**src/hw/mcu_consts.svh**
```systemverilog
/*
 * MCU power and interrupt constants.
 * Domain counts and indices, sequencer timing and the interrupt vector layout.
 */
`ifndef MCU_CONSTS_SVH
`define MCU_CONSTS_SVH

// domain layout with banks at 2..5
`define NUM_BANKS    4
`define EXT_DOMAINS  2
`define NUM_DOMAINS  8
`define CPU_DOM      0
`define PERIPH_DOM   1
`define BANK0_DOM    2
`define EXT0_DOM     6

// sequencer timing in clock cycles
`define STEP_DELAY   2
`define ACK_TIMEOUT  64

// interrupt vector positions
`define IRQ_SW_POS     3
`define IRQ_TIMER0_POS 7
`define IRQ_EXT_POS    11
`define IRQ_FAST_LO    16
`define IRQ_FAST_HI    30

`endif

```
**src/hw/pwr_pkg.sv**
```systemverilog
/*
 * Power-domain types: commands, per-domain control bundle and sequencer enums.
 */
`default_nettype none

package pwr_pkg;

  typedef logic [2:0] domain_idx_t;

  typedef enum logic [1:0] {
    PWR_ON  = 2'd0,
    PWR_OFF = 2'd1,
    PWR_RET = 2'd2
  } pwr_op_e;

  typedef struct packed {
    domain_idx_t dom;
    pwr_op_e     op;
  } pwr_cmd_t;

  // active-low controls where all ones means fully powered
  typedef struct packed {
    logic pwrgate_en_n;
    logic isogate_en_n;
    logic rst_n;
    logic retentive_en_n;
    logic clkgate_en_n;
  } pwr_ctrl_t;

  // which control bit a single sequencer step writes
  typedef enum logic [2:0] {
    STEP_PWRGATE   = 3'd0,
    STEP_ISOGATE   = 3'd1,
    STEP_RST       = 3'd2,
    STEP_RETENTIVE = 3'd3,
    STEP_CLKGATE   = 3'd4
  } pwr_step_e;

  typedef enum logic [1:0] {
    SEQ_IDLE     = 2'd0,
    SEQ_STEP     = 2'd1,
    SEQ_SETTLE   = 2'd2,
    SEQ_ACK_WAIT = 2'd3
  } seq_state_e;

endpackage

`default_nettype wire

```
**src/hw/irq_pkg.sv**
```systemverilog
/*
 * Interrupt vector types and the grouping of the fast interrupt sources.
 */
`default_nettype none

package irq_pkg;

  typedef logic [31:0] irq_vec_t;
  typedef logic [14:0] fast_irq_t;
  typedef logic [3:0]  timer_irq_t;
  typedef logic [7:0]  gpio_irq_t;

  // msb first in fast group bit order
  typedef struct packed {
    logic      rsvd;
    gpio_irq_t gpio_ao;
    logic      spi_flash;
    logic      spi;
    logic      dma_done;
    logic [2:0] timer;
  } fast_src_t;

endpackage

`default_nettype wire

```
**src/hw/pwr_step_timer.sv**
```systemverilog
/*
 * Down-counter for the step settle delay and the switch ack timeout.
 */
`timescale 1ns/1ps
`default_nettype none
`include "mcu_consts.svh"

module pwr_step_timer (
  input  logic clk_i,
  input  logic rst_n_i,
  input  logic start_i,
  input  logic mode_i,
  input  logic stop_i,
  output logic done_o,
  output logic expired_o
);

  localparam int cnt_w = $clog2(`ACK_TIMEOUT + 1);

  logic [cnt_w-1:0] cnt_q;
  logic             run_q;
  logic             mode_q;
  logic             last;

  assign last = run_q && (cnt_q == cnt_w'(1));

  // mode high selects the ack timeout
  always_ff @(posedge clk_i) begin
    if (!rst_n_i) begin
      cnt_q  <= '0;
      run_q  <= 1'b0;
      mode_q <= 1'b0;
    end else if (start_i) begin
      run_q  <= 1'b1;
      mode_q <= mode_i;
      cnt_q  <= mode_i ? cnt_w'(`ACK_TIMEOUT) : cnt_w'(`STEP_DELAY);
    end else if (stop_i || last) begin
      run_q <= 1'b0;
    end else if (run_q) begin
      cnt_q <= cnt_q - cnt_w'(1);
    end
  end

  assign done_o    = last & ~mode_q;
  assign expired_o = last & mode_q;

endmodule

`default_nettype wire

```
**src/hw/pwr_domain_regs.sv**
```systemverilog
/*
 * Per-domain power control registers with two-flop switch acknowledge
 * synchronizers. Debug ndmreset is merged into every domain reset.
 */
`timescale 1ns/1ps
`default_nettype none
`include "mcu_consts.svh"

module pwr_domain_regs
  import pwr_pkg::*;
(
  input  logic                               clk_i,
  input  logic                               rst_n_i,
  input  logic                               step_we_i,
  input  domain_idx_t                        step_dom_i,
  input  pwr_step_e                          step_kind_i,
  input  logic                               step_val_i,
  input  logic                               ndmreset_ni,
  input  logic [`NUM_DOMAINS-1:0]            pwrgate_ack_ni,
  output logic [`NUM_DOMAINS-1:0]            ack_n_sync_o,
  output logic                               cpu_pwr_on_o,
  output pwr_ctrl_t [`NUM_DOMAINS-1:0]       pwr_ctrl_o
);

  pwr_ctrl_t [`NUM_DOMAINS-1:0] ctrl_q;
  logic [`NUM_DOMAINS-1:0]      ack_meta_q;
  logic [`NUM_DOMAINS-1:0]      ack_sync_q;

  always_ff @(posedge clk_i) begin
    if (!rst_n_i) begin
      ctrl_q <= '1;
    end else if (step_we_i) begin
      case (step_kind_i)
        STEP_PWRGATE:   ctrl_q[step_dom_i].pwrgate_en_n   <= step_val_i;
        STEP_ISOGATE:   ctrl_q[step_dom_i].isogate_en_n   <= step_val_i;
        STEP_RST:       ctrl_q[step_dom_i].rst_n          <= step_val_i;
        STEP_RETENTIVE: ctrl_q[step_dom_i].retentive_en_n <= step_val_i;
        STEP_CLKGATE:   ctrl_q[step_dom_i].clkgate_en_n   <= step_val_i;
        default: ;
      endcase
    end
  end

  // switch cell acks are async to clk_i
  always_ff @(posedge clk_i) begin
    if (!rst_n_i) begin
      ack_meta_q <= '1;
      ack_sync_q <= '1;
    end else begin
      ack_meta_q <= pwrgate_ack_ni;
      ack_sync_q <= ack_meta_q;
    end
  end

  assign ack_n_sync_o = ack_sync_q;
  assign cpu_pwr_on_o = ctrl_q[`CPU_DOM].pwrgate_en_n;

  always_comb begin
    for (int i = 0; i < `NUM_DOMAINS; i++) begin
      pwr_ctrl_o[i]       = ctrl_q[i];
      pwr_ctrl_o[i].rst_n = ctrl_q[i].rst_n & ndmreset_ni;
    end
  end

endmodule

`default_nettype wire

```
**src/hw/irq_vector_map.sv**
```systemverilog
/*
 * Fast interrupt pending latches and the registered 32-bit interrupt vector.
 */
`timescale 1ns/1ps
`default_nettype none
`include "mcu_consts.svh"

module irq_vector_map
  import irq_pkg::*;
(
  input  logic       clk_i,
  input  logic       rst_n_i,
  input  logic       irq_software_i,
  input  logic       irq_external_i,
  input  timer_irq_t timer_irq_i,
  input  fast_src_t  fast_src_i,
  input  fast_irq_t  fast_clr_i,
  output irq_vec_t   intr_o
);

  fast_irq_t fast_raw;
  fast_irq_t pending_q, pending_d;
  irq_vec_t  intr_q, intr_d;

  // top bit of the fast group stays reserved
  assign fast_raw = {1'b0,
                     fast_src_i.gpio_ao,
                     fast_src_i.spi_flash,
                     fast_src_i.spi,
                     fast_src_i.dma_done,
                     fast_src_i.timer | timer_irq_i[3:1]};

  // set wins over a same-cycle clear
  assign pending_d = (pending_q & ~fast_clr_i) | fast_raw;

  always_comb begin
    intr_d                               = '0;
    intr_d[`IRQ_SW_POS]                  = irq_software_i;
    intr_d[`IRQ_TIMER0_POS]              = timer_irq_i[0];
    intr_d[`IRQ_EXT_POS]                 = irq_external_i;
    intr_d[`IRQ_FAST_HI:`IRQ_FAST_LO]    = pending_d;
  end

  always_ff @(posedge clk_i) begin
    if (!rst_n_i) begin
      pending_q <= '0;
      intr_q    <= '0;
    end else begin
      pending_q <= pending_d;
      intr_q    <= intr_d;
    end
  end

  assign intr_o = intr_q;

endmodule

`default_nettype wire

```
**src/hw/pwr_sequencer.sv**
```systemverilog
/*
 * Power sequencer FSM. Runs ON, OFF and retention step lists on one domain
 * and powers the CPU domain back up when an interrupt is pending.
 */
`timescale 1ns/1ps
`default_nettype none
`include "mcu_consts.svh"

module pwr_sequencer
  import pwr_pkg::*;
  import irq_pkg::*;
(
  input  logic                    clk_i,
  input  logic                    rst_n_i,
  input  logic                    cmd_valid_i,
  input  pwr_cmd_t                cmd_i,
  input  irq_vec_t                intr_i,
  input  logic [`NUM_DOMAINS-1:0] ack_n_sync_i,
  input  logic                    cpu_pwr_on_i,
  input  logic                    tmr_done_i,
  input  logic                    tmr_expired_i,
  output logic                    tmr_start_o,
  output logic                    tmr_mode_o,
  output logic                    tmr_stop_o,
  output logic                    step_we_o,
  output domain_idx_t             step_dom_o,
  output pwr_step_e               step_kind_o,
  output logic                    step_val_o,
  output logic                    busy_o,
  output logic                    err_o
);

  seq_state_e state_q, state_d;
  pwr_cmd_t   cmd_q;
  logic [2:0] idx_q;
  logic       idx_inc;
  logic       err_q, err_d;
  logic       wakeup;
  logic       is_bank;
  logic       cmd_bad;
  logic       needs_ack;
  logic       is_last;
  logic       ack_ok;

  assign wakeup  = ~cpu_pwr_on_i & (|intr_i);
  assign is_bank = (cmd_q.dom >= `BANK0_DOM) && (cmd_q.dom < `BANK0_DOM + `NUM_BANKS);
  assign cmd_bad = ((cmd_q.op == PWR_RET) && !is_bank) ||
                   !(cmd_q.op inside {PWR_ON, PWR_OFF, PWR_RET});

  // switch ack_n follows the pwrgate level that was just written
  assign ack_ok  = (ack_n_sync_i[cmd_q.dom] == step_val_o);

  assign step_dom_o = cmd_q.dom;
  assign step_val_o = (cmd_q.op == PWR_ON);
  assign busy_o     = (state_q != SEQ_IDLE);
  assign err_o      = err_q;

  // step list per operation
  always_comb begin
    step_kind_o = STEP_CLKGATE;
    needs_ack   = 1'b0;
    is_last     = 1'b0;
    case (cmd_q.op)
      PWR_OFF: begin
        case (idx_q)
          3'd0: step_kind_o = STEP_CLKGATE;
          3'd1: step_kind_o = STEP_ISOGATE;
          3'd2: step_kind_o = STEP_RST;
          default: begin
            step_kind_o = STEP_PWRGATE;
            needs_ack   = 1'b1;
            is_last     = 1'b1;
          end
        endcase
      end
      PWR_ON: begin
        case (idx_q)
          3'd0: step_kind_o = STEP_RETENTIVE;
          3'd1: begin
            step_kind_o = STEP_PWRGATE;
            needs_ack   = 1'b1;
          end
          3'd2: step_kind_o = STEP_RST;
          3'd3: step_kind_o = STEP_ISOGATE;
          default: begin
            step_kind_o = STEP_CLKGATE;
            is_last     = 1'b1;
          end
        endcase
      end
      default: begin
        // retention keeps the switch on
        if (idx_q == 3'd0) begin
          step_kind_o = STEP_CLKGATE;
        end else begin
          step_kind_o = STEP_RETENTIVE;
          is_last     = 1'b1;
        end
      end
    endcase
  end

  always_comb begin
    state_d     = state_q;
    step_we_o   = 1'b0;
    tmr_start_o = 1'b0;
    tmr_mode_o  = 1'b0;
    tmr_stop_o  = 1'b0;
    idx_inc     = 1'b0;
    err_d       = 1'b0;
    case (state_q)
      SEQ_IDLE: begin
        if (wakeup || cmd_valid_i) begin
          state_d = SEQ_STEP;
        end
      end
      SEQ_STEP: begin
        if (cmd_bad) begin
          err_d   = 1'b1;
          state_d = SEQ_IDLE;
        end else begin
          step_we_o   = 1'b1;
          tmr_start_o = 1'b1;
          state_d     = SEQ_SETTLE;
        end
      end
      SEQ_SETTLE: begin
        if (tmr_done_i) begin
          if (needs_ack) begin
            tmr_start_o = 1'b1;
            tmr_mode_o  = 1'b1;
            state_d     = SEQ_ACK_WAIT;
          end else if (is_last) begin
            state_d = SEQ_IDLE;
          end else begin
            idx_inc = 1'b1;
            state_d = SEQ_STEP;
          end
        end
      end
      SEQ_ACK_WAIT: begin
        if (ack_ok) begin
          tmr_stop_o = 1'b1;
          if (is_last) begin
            state_d = SEQ_IDLE;
          end else begin
            idx_inc = 1'b1;
            state_d = SEQ_STEP;
          end
        end else if (tmr_expired_i) begin
          // switch is left as driven
          err_d   = 1'b1;
          state_d = SEQ_IDLE;
        end
      end
      default: state_d = SEQ_IDLE;
    endcase
  end

  always_ff @(posedge clk_i) begin
    if (!rst_n_i) begin
      state_q <= SEQ_IDLE;
      idx_q   <= '0;
      err_q   <= 1'b0;
    end else begin
      state_q <= state_d;
      err_q   <= err_d;
      if (state_q == SEQ_IDLE) begin
        idx_q <= '0;
      end else if (idx_inc) begin
        idx_q <= idx_q + 3'd1;
      end
    end
  end

  // wakeup wins over a same-cycle strobe
  always_ff @(posedge clk_i) begin
    if (state_q == SEQ_IDLE) begin
      if (wakeup) begin
        cmd_q.dom <= domain_idx_t'(`CPU_DOM);
        cmd_q.op  <= PWR_ON;
      end else if (cmd_valid_i) begin
        cmd_q <= cmd_i;
      end
    end
  end

endmodule

`default_nettype wire

```
**src/hw/mcu_pwr_top.sv**
```systemverilog
/*
 * Always-on power and interrupt block of the MCU.
 * Sequencer, domain registers, step timer and interrupt vector.
 */
`timescale 1ns/1ps
`default_nettype none
`include "mcu_consts.svh"

module mcu_pwr_top
  import pwr_pkg::*;
  import irq_pkg::*;
(
  input  logic                         clk_i,
  input  logic                         rst_n_i,
  input  logic                         cmd_valid_i,
  input  pwr_cmd_t                     cmd_i,
  output logic                         busy_o,
  output logic                         err_o,
  output pwr_ctrl_t [`NUM_DOMAINS-1:0] pwr_ctrl_o,
  input  logic [`NUM_DOMAINS-1:0]      pwrgate_ack_ni,
  input  logic                         ndmreset_ni,
  input  logic                         irq_software_i,
  input  logic                         irq_external_i,
  input  timer_irq_t                   timer_irq_i,
  input  fast_src_t                    fast_src_i,
  input  fast_irq_t                    fast_clr_i,
  output irq_vec_t                     intr_o
);

  logic [`NUM_DOMAINS-1:0] ack_n_sync;
  logic                    cpu_pwr_on;
  logic                    tmr_start;
  logic                    tmr_mode;
  logic                    tmr_stop;
  logic                    tmr_done;
  logic                    tmr_expired;
  logic                    step_we;
  domain_idx_t             step_dom;
  pwr_step_e               step_kind;
  logic                    step_val;

  pwr_sequencer pwr_sequencer_i (
    .clk_i,
    .rst_n_i,
    .cmd_valid_i,
    .cmd_i,
    .intr_i        (intr_o),
    .ack_n_sync_i  (ack_n_sync),
    .cpu_pwr_on_i  (cpu_pwr_on),
    .tmr_done_i    (tmr_done),
    .tmr_expired_i (tmr_expired),
    .tmr_start_o   (tmr_start),
    .tmr_mode_o    (tmr_mode),
    .tmr_stop_o    (tmr_stop),
    .step_we_o     (step_we),
    .step_dom_o    (step_dom),
    .step_kind_o   (step_kind),
    .step_val_o    (step_val),
    .busy_o,
    .err_o
  );

  pwr_domain_regs pwr_domain_regs_i (
    .clk_i,
    .rst_n_i,
    .step_we_i    (step_we),
    .step_dom_i   (step_dom),
    .step_kind_i  (step_kind),
    .step_val_i   (step_val),
    .ndmreset_ni,
    .pwrgate_ack_ni,
    .ack_n_sync_o (ack_n_sync),
    .cpu_pwr_on_o (cpu_pwr_on),
    .pwr_ctrl_o
  );

  pwr_step_timer pwr_step_timer_i (
    .clk_i,
    .rst_n_i,
    .start_i   (tmr_start),
    .mode_i    (tmr_mode),
    .stop_i    (tmr_stop),
    .done_o    (tmr_done),
    .expired_o (tmr_expired)
  );

  irq_vector_map irq_vector_map_i (
    .clk_i,
    .rst_n_i,
    .irq_software_i,
    .irq_external_i,
    .timer_irq_i,
    .fast_src_i,
    .fast_clr_i,
    .intr_o
  );

endmodule

`default_nettype wire

```
**config.mk**
```make
export PLATFORM = sky130hd
export DESIGN_NAME = mcu_pwr_top
export DESIGN_NICKNAME = d
export VERILOG_FILES = /design/src/hw/pwr_pkg.sv /design/src/hw/irq_pkg.sv /design/src/hw/pwr_step_timer.sv /design/src/hw/pwr_domain_regs.sv /design/src/hw/irq_vector_map.sv /design/src/hw/pwr_sequencer.sv /design/src/hw/mcu_pwr_top.sv
export VERILOG_INCLUDE_DIRS = /design/src /design/src/hw
export SDC_FILE = /design/constraint.sdc
export NUM_CORES = 1
export LEC_CHECK = 0
export BUFFER_PORTS_ARGS = -buffer_cell sky130_fd_sc_hd__buf_4
export CAP_MARGIN = 10
export CORE_MARGIN = 8
export CORE_UTILIZATION = 52
export CTS_CLUSTER_SIZE = 24
export DETAILED_ROUTE_END_ITERATION = 8
export PLACE_DENSITY = 0.8
export SYNTH_ARGS = -nofsm -noshare
export SYNTH_HDL_FRONTEND = slang
export SYNTH_SLANG_ARGS = --single-unit
```
**constraint.sdc**
```tcl
create_clock -name clk_i -period 2.65 [get_ports clk_i]
set_input_delay 0.265 -clock clk_i [delete_from_list [all_inputs] [get_ports clk_i]]
set_output_delay 0.265 -clock clk_i [all_outputs]
set_load 0.02 [all_outputs]
```
* Word-level counts from Yosys, hierarchy flattened
Index checks and enable logic that the tools add are counted.
** Cells by class
- Multiply operators :: 0
- Div/mod/pow operators :: 0
- Reductions and logical operators :: 27
- Bitwise operators :: 18
- Equality and inequality tests :: 18
- Add/subtract/negate cells :: 2
- Shift-type cells :: 0
- Order comparisons :: 4
- Mux-type cells :: 60
** Operators by type and width (count)
- 40-bit bitwise mux :: 5
- 40-bit one-hot mux with 5 select lines :: 1
- 5-bit demux with 3-bit select :: 5
- 32-bit OR reduction :: 1
- 7-bit two-way mux :: 4
- 1-bit two-way mux :: 23
- 15-bit AND :: 1
- 15-bit NOT :: 1
- 15-bit by 14-bit OR with 15-bit output :: 1
- 2-bit two-way mux :: 7
- 3-bit by 2-bit == test with 1-bit output, second input constant :: 4
- 3-bit one-hot mux with 4 select lines :: 1
- 1-bit AND :: 11
- 5-bit two-way mux :: 2
- 1-bit one-hot mux with 2 select lines :: 5
- 3-bit one-hot mux with 3 select lines :: 1
- 2-bit one-hot mux with 4 select lines :: 1
- 2-bit nonzero test :: 4
- 7-bit by 1-bit == test with 1-bit output, second input constant :: 1
- 7-bit by 1-bit subtractor with 7-bit output, second input constant :: 1
- 2-bit == test, second input constant :: 3
- 3-bit by 1-bit == test with 1-bit output, second input constant :: 2
- 3-bit zero test :: 2
- 3-bit two-way mux :: 2
- 27 further kinds :: 40
** Storage, ports and cells
- Word-level logic and storage cells :: 182
- Output and inout port bits :: 74
- Bits in writable memories :: 0
- Register bits :: 123
- Bits in read-only memories :: 0
- Bits in latches :: 0
- Memories :: 0

* Longest topological paths before layout
Gate-level depths: netlist of run 1.
- Word-level depth :: 9
- Gate-level depth with buffers :: 11
- Gate-level depth less buffers :: 8

* Modules after synthesis
A second synthesis of run 1 with hierarchy kept.
** Second synthesis, totals
- Cell total of the unflattened synthesis :: 484
- Area, all modules :: 4648.2 um^2
** Modules (own cells, without submodules)
- pwr_domain_regs :: cells each 234, area an instance 2277.2 um^2, instances 1
- pwr_sequencer :: cells each 119, area an instance 1092.3 um^2, instances 1
- irq_vector_map :: cells each 67, area an instance 729.4 um^2, instances 1
- pwr_step_timer :: cells each 64, area an instance 549.3 um^2, instances 1

* Worst setup path after synthesis of run 1
No wires, ideal clock.
- Path kind :: reg-to-reg
- From :: register pwr_sequencer_i.idx_q[0]
- To :: register with a tool-made name
- Buffers on the path :: 1
- Period minus slack after synthesis :: 2.413 ns
- Data required time :: 2.509 ns
- Setup slack :: 0.237 ns
- Data arrival time :: 2.272 ns
- Stages on the path, launching flop included :: 10
- Path through :: dfxtp_1 inv_1 ha_1 mux2_1 a221o_1 and2_1 a2111o_1 buf_2 o21ai_1 o311ai_1
** RTL lines
- start, declared :: line pwr_sequencer.sv:35 : logic [2:0] idx_q;
- start signal, assigned :: line pwr_sequencer.sv:171 : idx_q <= idx_q + 3'd1;

* Worst setup path after layout of run 1
- From :: register pwr_sequencer_i.cmd_q (netlist bit pwr_sequencer_i.step_dom_o[0])
- To :: register pwr_step_timer_i.cnt_q[6]
** On the way
- Longest elaborated chain between the ends :: 9
- Elaborated cells between the ends (all ways) :: 18
- Those cells by class :: order compare: 2; eq/ne: 2; mux: 7; reduce/logical: 7
** Ends and longest elaborated chain
- start, declared :: line pwr_sequencer.sv:34 : pwr_cmd_t cmd_q;
- start signal, assigned :: line pwr_sequencer.sv:183 : cmd_q <= cmd_i;
- 3-bit by 2-bit greater-or-equal comparator with 1-bit output (no source line) / 3-bit less-than comparator (equally long branches)
- 1-bit logical AND :: line pwr_sequencer.sv:46 : assign is_bank = (cmd_q.dom >= `BANK0_DOM) && (cmd_q.dom < `BANK0_DOM + `NUM_BANKS);
- 1-bit zero test :: line pwr_sequencer.sv:47 : assign cmd_bad = ((cmd_q.op == PWR_RET) && !is_bank) ||
- 1-bit logical AND :: line pwr_sequencer.sv:47
- 1-bit logical OR :: line pwr_sequencer.sv:47
- 1-bit two-way mux :: line pwr_sequencer.sv:118 : if (cmd_bad) begin
- 1-bit one-hot mux with 2 select lines :: line pwr_sequencer.sv:111 : case (state_q)
- 2-bit != test (no source line) / 2-bit nonzero test (equally long branches)
- 2-bit AND reduction (no source line)
- end signal, assigned :: line pwr_step_timer.sv:36 : cnt_q <= mode_i ? cnt_w'(`ACK_TIMEOUT) : cnt_w'(`STEP_DELAY);
- end signal, assigned :: line pwr_step_timer.sv:40 : cnt_q <= cnt_q - cnt_w'(1);
- end, declared :: line pwr_step_timer.sv:20 : logic [cnt_w-1:0] cnt_q;
Several ways; a longest one is shown, not always the timed one. The select of a mux whose other input is x is not followed.
A chain may end at the register's enable or synchronous reset.

==> results of run 1 <==
-- cell usage in the layout (no fill, tap or decap), types with 2 or more instances in the layout --
cell type,netlist,final
inv_1,24,24
nor4_1,6,6
or3_4,0,2
o21ai_0,13,13
nand4_1,3,3
nor3_1,11,11
a21boi_1,2,2
and2_1,12,12
o21ai_1,25,25
a31oi_1,2,2
a21oi_1,16,16
and3_1,2,2
buf_4,46,121
bufinv_16,0,2
nor3b_1,2,2
nor2_1,32,32
a21o_1,2,2
o311ai_1,24,24
nor2b_1,9,9
clkbuf_8,0,9
dfxtp_1,89,88
nand2b_1,24,24
xnor2_1,7,7
o311ai_0,8,8
or2_2,2,2
ha_1,11,11
mux2_4,3,3
o22ai_1,2,2
nand2_1,26,26
or3_1,5,3
nand3_1,12,12
edfxtp_1,5,5
conb_1,1,14
mux2_2,2,2
mux2i_1,9,9
o22a_1,2,2
clkbuf_1,12,2
nand3b_1,3,3
-- synthesized netlist by cell type (5+ instances only) --
library cell  count
mux2i_1           9
nor3_1           11
and2_1           12
nand2_1          26
o21ai_1          25
inv_1            24
nand3_1          12
nor2_1           32
o311ai_0          8
buf_4            46
a21oi_1          16
nor2b_1           9
nor4_1            6
clkbuf_1         12
o311ai_1         24
dfxtp_1          89
xnor2_1           7
edfxtp_1          5
buf_2             7
buf_1             5
or3_1             5
ha_1             11
o21ai_0          13
nand2b_1         24
-- worst max-delay path, cell delays in order, from the launching register on --
cell	delay [ns]
edfxtp_1	0.50
mux2_2	0.38
mux4_2	0.54
mux2i_4	0.25
nor3b_1	0.44
a21o_1	0.19
o211ai_1	0.08
-- how the worst min path moves through the flow --
stage | start | end | slack (ns) | depth (start not counted)
after floorplan | fast_clr_i[14] | irq_vector_map_i.pending_q[14]$_SDFF_PN0_ | 0.34 | 1
after global placement | pwr_domain_regs_i.ack_meta_q[2]$_SDFF_PN1_ | pwr_domain_regs_i.ack_n_sync_o[2]$_SDFF_PN1_ | 0.39 | 1
after detailed placement | pwr_domain_regs_i.ack_meta_q[0]$_SDFF_PN1_ | pwr_domain_regs_i.ack_n_sync_o[0]$_SDFF_PN1_ | 0.39 | 1
after CTS | fast_clr_i[14] | irq_vector_map_i.pending_q[14]$_SDFF_PN0_ | 0.05 | 2
after global routing | fast_clr_i[14] | irq_vector_map_i.pending_q[14]$_SDFF_PN0_ | 0.04 | 2
final | fast_clr_i[14] | irq_vector_map_i.pending_q[14]$_SDFF_PN0_ | 0.07 | 2
-- timing repair --
| item | 4_1_cts | 5_1_grt |
|---|---|---|
| gates resized for setup | 0 | 4 |
| setup buffers | 0 | 1 |
| setup endpoints to repair | 0 | 32 |
-- metrics by stage --
step / power [W] / util, % / instances
floorplan: 0.00185 / - / 501
global placement: 0.00198 / 61.2 / 654
detailed placement: 0.00199 / 61.2 / 654
CTS: 0.00300 / 63.8 / 670
global route: 0.00312 / 64.0 / 671
finish: 0.00298 / 64.0 / 671
-- layer usage --
metal / wire [microns] / vias up / global-route usage [%]
met2: 4490 / 126 / 26.9
met1: 4060 / 1611 / 19.6
li1: - / 1807 / -
met3: 1120 / 6 / 8.63
met4: 54 / 0 / 3.13
met5: 0 / - / 0
-- final cells by class --
class	count	area, sq um	share of cell area (%)
Clock buffer	11	131	2.49
Clock inverter	5	82.6	1.56
Inverter	24	90.1	1.70
Multi-Input combinational cell	311	2010	38.0
Sequential cell	94	1930	36.6
Tap cell	105	131	2.49
Timing Repair Buffer	121	908	17.2
-- power by group --
group | leakage [nW] | switching (W) | internal [W]
Sequential | 0.777 | 0.0000429 | 0.00148
Clock | 0.108 | 0.000481 | 0.000536
Combinational | 1.28 | 0.000246 | 0.000196
Total | 2.16 | 0.000770 | 0.00221
-- kinds of logic (layout without fill, tap and decap cells) --
logic type | Yosys count | after routing | synth area share (%)
AOI/OAI and AO/OA | 111 | 111 | 17.0
DFF | 94 | 94 | 43.5
xor gates and xnor gates | 7 | 7 | 1.38
other | 1 | 14 | 0.0845
buffers and inverters | 96 | 161 | 12.5
adders and majority gates | 11 | 11 | 3.10
muxes | 17 | 17 | 4.82
and+or+nand+nor | 151 | 151 | 17.5
==> results.md, run 1 <==
- Routed WL per cell: 14.5 microns
- Synth top area cells: dfxtp_1 (40%), buf_4 (7.8%), o311ai_1 (4.7%)
- Pin count of the biggest net entering global routing: 36
- Hold buffer count at CTS: 0
- FF+latch count, synth: 94
- Mapped cell area: 4440 sq um
- Worst r2r src: pwr_sequencer_i.step_dom_o[0]$_SDFFCE_PP0P_
- Final worst path period need: 2.51 ns
- Post-synth top flop: dfxtp_1
- Clock skew: 0.00911 ns
- Hold Crit Class: input port to flop
- CTS tree: built
- Final period util: 94.6%
- I/O Buffers: 111
- Gpl congestion: 0.834
- Root buf cell: clkbuf_8
- CP Class: flop to flop
- Number of max-cap violations: 0
- Synth cell types: 58
- RSZ-0062 raised after global routing: no
- Site Rows: 33
- Core Area: 8260 sq um
- Number of vias per cell: 5.29
- Global router's overall resource usage: 16.7%
- Share of cells above drive strength 1: 26.9%
- Hold slack: 0.0665 ns
- Syn Area/Cell: 9.09 sq um
- Setup crit start: pwr_sequencer_i.step_dom_o[0]$_SDFFCE_PP0P_
- Asr flop ratio synth: 0%
- Leak: 2.16 nW
- Setup violations, final: 0
- Final WL: 9.72 mm
- Syn Inst Count: 488
- Largest area contributor in the netlist: dfxtp_1
- CTS buffer count: 9
- R2R cell count: 6
- Yosys top cell area share: 40.2%
- Critical path capture point type: flop
- Fmax: 0.399 GHz
- DRC Markers: 0
- Sequential area share after synthesis: 43.5%
- Routed Antenna Nets: 0
- Sink Count: 94
- Max FO, Critical Path: 8
- Place WS: 0.0191 ns
- Internal reg-to-reg setup slack: 0.14 ns
- Final Cell Area: 5290 sq um
- Insertion delay to the later sink of the worst-skew pair: 0.35 ns
- Pins over their slew limit: 0
- YS warnings: 0
- Filler cell count: 710
- P&R area growth vs syn: 19.1%
- PnR worst setup slack: 0.142 ns
- Placed Area: 5050 sq um
- Number of global-route vias before repair: 3472
- Total negative slack: 0 ns
- Cell Pwr Density: 564 nW/um^2
- Worst-margin pin slew: 0.609 ns
- Diodes inserted: 0
- Chip height: 108 microns
- Die ar.: 11700 sq um
- Initial antenna violation count: 0
- Layout Nets: 625
- Dpl hpwl: 7.59 mm
- FF-to-FF End: pwr_step_timer_i.cnt_q[6]$_SDFFE_PN0P_
- Vias: 3550
- DRT iter0 DRCs: 188
- Number of synthesized flops with an enable pin: 5
- H-tree levels: 3
- Final hold vios: 0
- First-pass GRT wire length: 16.1 mm
- Number of iterations in the first detailed-routing pass: 4
- Longest Clk Path Bufs: 2
- Clk pin slew, worst setup/hold paths: 0.09 ns
- WP data required: 2.87 ns
- Starting Density: 53.7%
- CP Launch Type: flop
- Relative slew slack: 59.4%
- Worst Setup EP: pwr_step_timer_i.cnt_q[6]$_SDFFE_PN0P_
- Ports: 127
- Gr ovfl total: 0
- Worst EP arrival: 2.73 ns
- VDD IR max: 0.000315 V
- Die X: 108 microns
- Status: finished clean
Power figures use the tool's default switching activity.
==> inputs of run 2 (changes only) <==
--- a/config.mk
+++ b/config.mk
@@ -9,10 +9,11 @@
 export BUFFER_PORTS_ARGS = -buffer_cell sky130_fd_sc_hd__buf_4
 export CAP_MARGIN = 10
 export CORE_MARGIN = 8
-export CORE_UTILIZATION = 52
+export CORE_UTILIZATION = 53
 export CTS_CLUSTER_SIZE = 24
 export DETAILED_ROUTE_END_ITERATION = 8
-export PLACE_DENSITY = 0.8
+export PLACE_DENSITY = 0.81
 export SYNTH_ARGS = -nofsm -noshare
 export SYNTH_HDL_FRONTEND = slang
+export SYNTH_HIERARCHICAL = 1
 export SYNTH_SLANG_ARGS = --single-unit
==> run 2 against run 1 <==
  * Core utilization down 0.58 points
  * Maximum frequency about the same
  * Via count up 4.9%
  * First-iteration DRC count down 15%
  * Cell count up 0.60%
  * Clock-buffer cell count down 1
  * Largest cell class unchanged
  * Setup slack better by 0.0025 ns
  * Worst hold slack better by 0.020 ns
  * Routed wire length up 11%
  * Area after synthesis up 4.8%
  * Critical endpoint is now pwr_step_timer_i/cnt_q[5]$_SDFFE_PN0P_
  * Critical path type unchanged
  * Power down 2.9%
==> results.md, run 2 <==
- Status: finished clean
- I/O Buffers: 111 (unchanged)
- Cell with the most instances on the worst path: mux2i_1
- Number of vias per cell: 5.52 (+4.3%)
- Number of synthesized flops with an enable pin: 5 (unchanged)
- Largest area contributor in the netlist: dfxtp_1
- First-pass GRT wire length: 17.4 mm (+8.0%)
- Die X: 110 microns (+1.2%)
- Sink Count: 94 (unchanged)
- Vias: 3725 (+4.9%)
- Final Power: 0.00289 W (-2.9%)
- DRC Markers: 0 (unchanged)
- Routed WL per cell: 16.0 microns (+10%)
- Yosys top cell area share: 38.3% (-1.8 points)
- Clock skew: 0.0141 ns (+0.00496 ns)
- Die ar.: 12000 sq um (+2.4%)
- Gr ovfl total: 0 (unchanged)
- Pins over their slew limit: 0 (unchanged)
- RSZ-0062 raised after global routing: no
- VDD IR max: 0.000385 V (+22%)
- Ports: 127 (unchanged)
- Cell Pwr Density: 531 nW/um^2 (-5.9%)
- Syn Inst Count: 484 (-0.82%)
- Area taken by multi-input logic gates: 2210 sq um (+9.8%)
- Total negative slack: 0 ns (unchanged)
- H-tree levels: 3 (unchanged)
- Site Rows: 34 (+3.0%)
- Dpl hpwl: 8.22 mm (+8.3%)
- Pin count of the biggest net entering global routing: 49 (+36%)
- Number of global-route vias before repair: 3640 (+4.8%)
- Longest Clk Path Bufs: 2 (unchanged)
- Root buf cell: clkbuf_8
- YS warnings: 6 (+6)
- Mapped cell area: 4650 sq um (+4.8%)
- Leak: 2.20 nW (+1.5%)
- Syn Area/Cell: 9.60 sq um (+5.6%)
- Synth top area cells: dfxtp_1 (38%), buf_4 (7.9%), o211ai_1 (5.8%)
- Commonest cells after routing, fill and taps aside: buf_4 (123), dfxtp_1 (88), o21ai_0 (43)
- Relative slew slack: 57.8% (-1.6 points)
- CP max-delay cell: edfxtp_1
- Max FO, Critical Path: 5 (-3)
- Post-synth top flop: dfxtp_1
- WP data required: 2.93 ns (+0.06 ns)
- Share of cells above drive strength 1: 30.0% (+3.1 points)
- Filler cell count: 732 (+3.1%)
- Synth cell types: 65 (+12%)
- Final WL: 10.8 mm (+11%)
- Number of max-cap violations: 0 (unchanged)
- P&R area growth vs syn: 17.3%
- Critical path capture point type: flop
- Most numerous cell in the Yosys netlist: dfxtp_1
- Gpl congestion: 0.871 (+4.5%)
- FF+latch count, synth: 94 (unchanged)
- Layout Nets: 626 (+0.16%)
- Critical-path cell list: mux2i_1, o32ai_2, or3_1, a21boi_2, or4b_1, nor4_1, mux2i_1
- Hold Crit Class: input port to flop
- CP Class: flop to flop
- Final period util: 94.6% (about the same)
- Number of iterations in the first detailed-routing pass: 4 (unchanged)
- Clk pin slew, worst setup/hold paths: 0.09 ns (about the same)
- Worst-margin pin slew: 0.623 ns (+0.0142 ns)
- Starting Density: 54.1% (+0.36 points)
- Asr flop ratio synth: 0% (unchanged)
- DRT iter0 DRCs: 160 (-15%)
- Post-CTS setup buffers: 0 (unchanged)
- Most frequent cells after synthesis: dfxtp_1 (89), buf_4 (49), o21ai_0 (44)
- CP Launch Type: flop
- Worst EP arrival: 2.79 ns (+0.06 ns)
- Routed Antenna Nets: 0 (unchanged)
- CTS tree: built
- CTS buffer count: 9 (unchanged)
- Final hold vios: 0 (unchanged)
- Sequential area share after synthesis: 41.6% (-2.0 points)
- Diodes inserted: 0 (unchanged)
- Fmax: 0.399 GHz (about the same)
- Register area: 1930 sq um (unchanged)
- Place WS: 0.170 ns (+0.151 ns)
- Insertion delay to the later sink of the worst-skew pair: 0.36 ns (about the same)
- PnR worst setup slack: 0.144 ns (+0.00249 ns)
- Global router's overall resource usage: 18.1% (+1.4 points)
- Final worst path period need: 2.51 ns (-0.00249 ns)
- Slowest cell delay on critical path: 0.51 ns (-0.03 ns)
- Setup violations, final: 0 (unchanged)
- Initial antenna violation count: 0 (unchanged)
- Commonest non-fill, non-tap cell in the layout: buf_4
- Core Area: 8590 sq um (+4.1%)
- Chip height: 110 microns (+1.2%)
-- run 2: worst max-delay path: cells and delay by family, from the launching register on --
| family | cells | cell delay (ns) |
|---|---|---|
| AOI/OAI and AO/OA | 2 | 0.43 |
| and+or+nand+nor | 3 | 1.04 |
| muxes | 2 | 0.45 |
| DFF | 1 | 0.51 |
-- run 2: report_power, final --
group	total [W]	internal, W	switching, W
Sequential	0.00153	0.00148	0.0000484
Clock	0.000873	0.000348	0.000524
Combinational	0.000489	0.000220	0.000269
Total	0.00289	0.00205	0.000842
-- run 2: path summary, 6_finish.rpt --
path | from | endpoint | slack, ns | cells after the start
setup / recovery | pwr_sequencer_i/step_dom_o[0]$_SDFFCE_PP0P_ | pwr_step_timer_i/cnt_q[5]$_SDFFE_PN0P_ | 0.14 | 7
hold / removal | pwrgate_ack_ni[5] | pwr_domain_regs_i/ack_meta_q[5]$_SDFF_PN1_ | 0.09 | 2
setup reg to reg | pwr_sequencer_i/step_dom_o[0]$_SDFFCE_PP0P_ | pwr_step_timer_i/cnt_q[5]$_SDFFE_PN0P_ | 0.14 | 7
hold reg to reg | pwr_domain_regs_i/ack_meta_q[6]$_SDFF_PN1_ | pwr_domain_regs_i/ack_n_sync_o[6]$_SDFF_PN1_ | 0.40 | 1
-- run 2: what timing repair did --
action / in CTS / in global routing
hold buffers: 0 / 0
hold endpoints to repair: 0 / 0
endpoints found under the setup margin: 0 / 17
resized for setup: 0 / 3
-- run 2: metal layers --
layer / vias up / GRT usage (%) / wire (microns)
li1: 1823 / - / -
met1: 1795 / 20.6 / 4420
met2: 93 / 32.7 / 5600
met3: 14 / 4.10 / 628
met4: 0 / 6.08 / 152
met5: - / 0 / 0
-- run 2: logic make-up after synthesis --
family,share of synthesized area [%]
simple gates,20.0
compound gates,20.3
flops,41.6
buf+inv,12.1
mux,2.69
fa+ha+maj,2.96
xor+xnor,0.377
other cells,0.0807
-- run 2: layout make-up --
cell class	instances	area share (%)
clock buffer	10	2.34
clock inverter	6	0.849
inverter	21	1.45
multi-input combinational	313	40.5
sequential	94	35.5
tap	108	2.48
timing repair buffer	123	16.9
-- run 2: per-stage QoR --
stage | utilization [%] | instance area, sq um | std cells | hold WS, ns
floorplan | - | 4700 | 497 | 0.366
global placement | 61.4 | 5270 | 659 | 0.390
detailed placement | 61.4 | 5270 | 659 | 0.396
CTS | 63.4 | 5450 | 675 | 0.0766
global route | 63.4 | 5450 | 675 | 0.0614
finish | 63.4 | 5450 | 675 | 0.0861
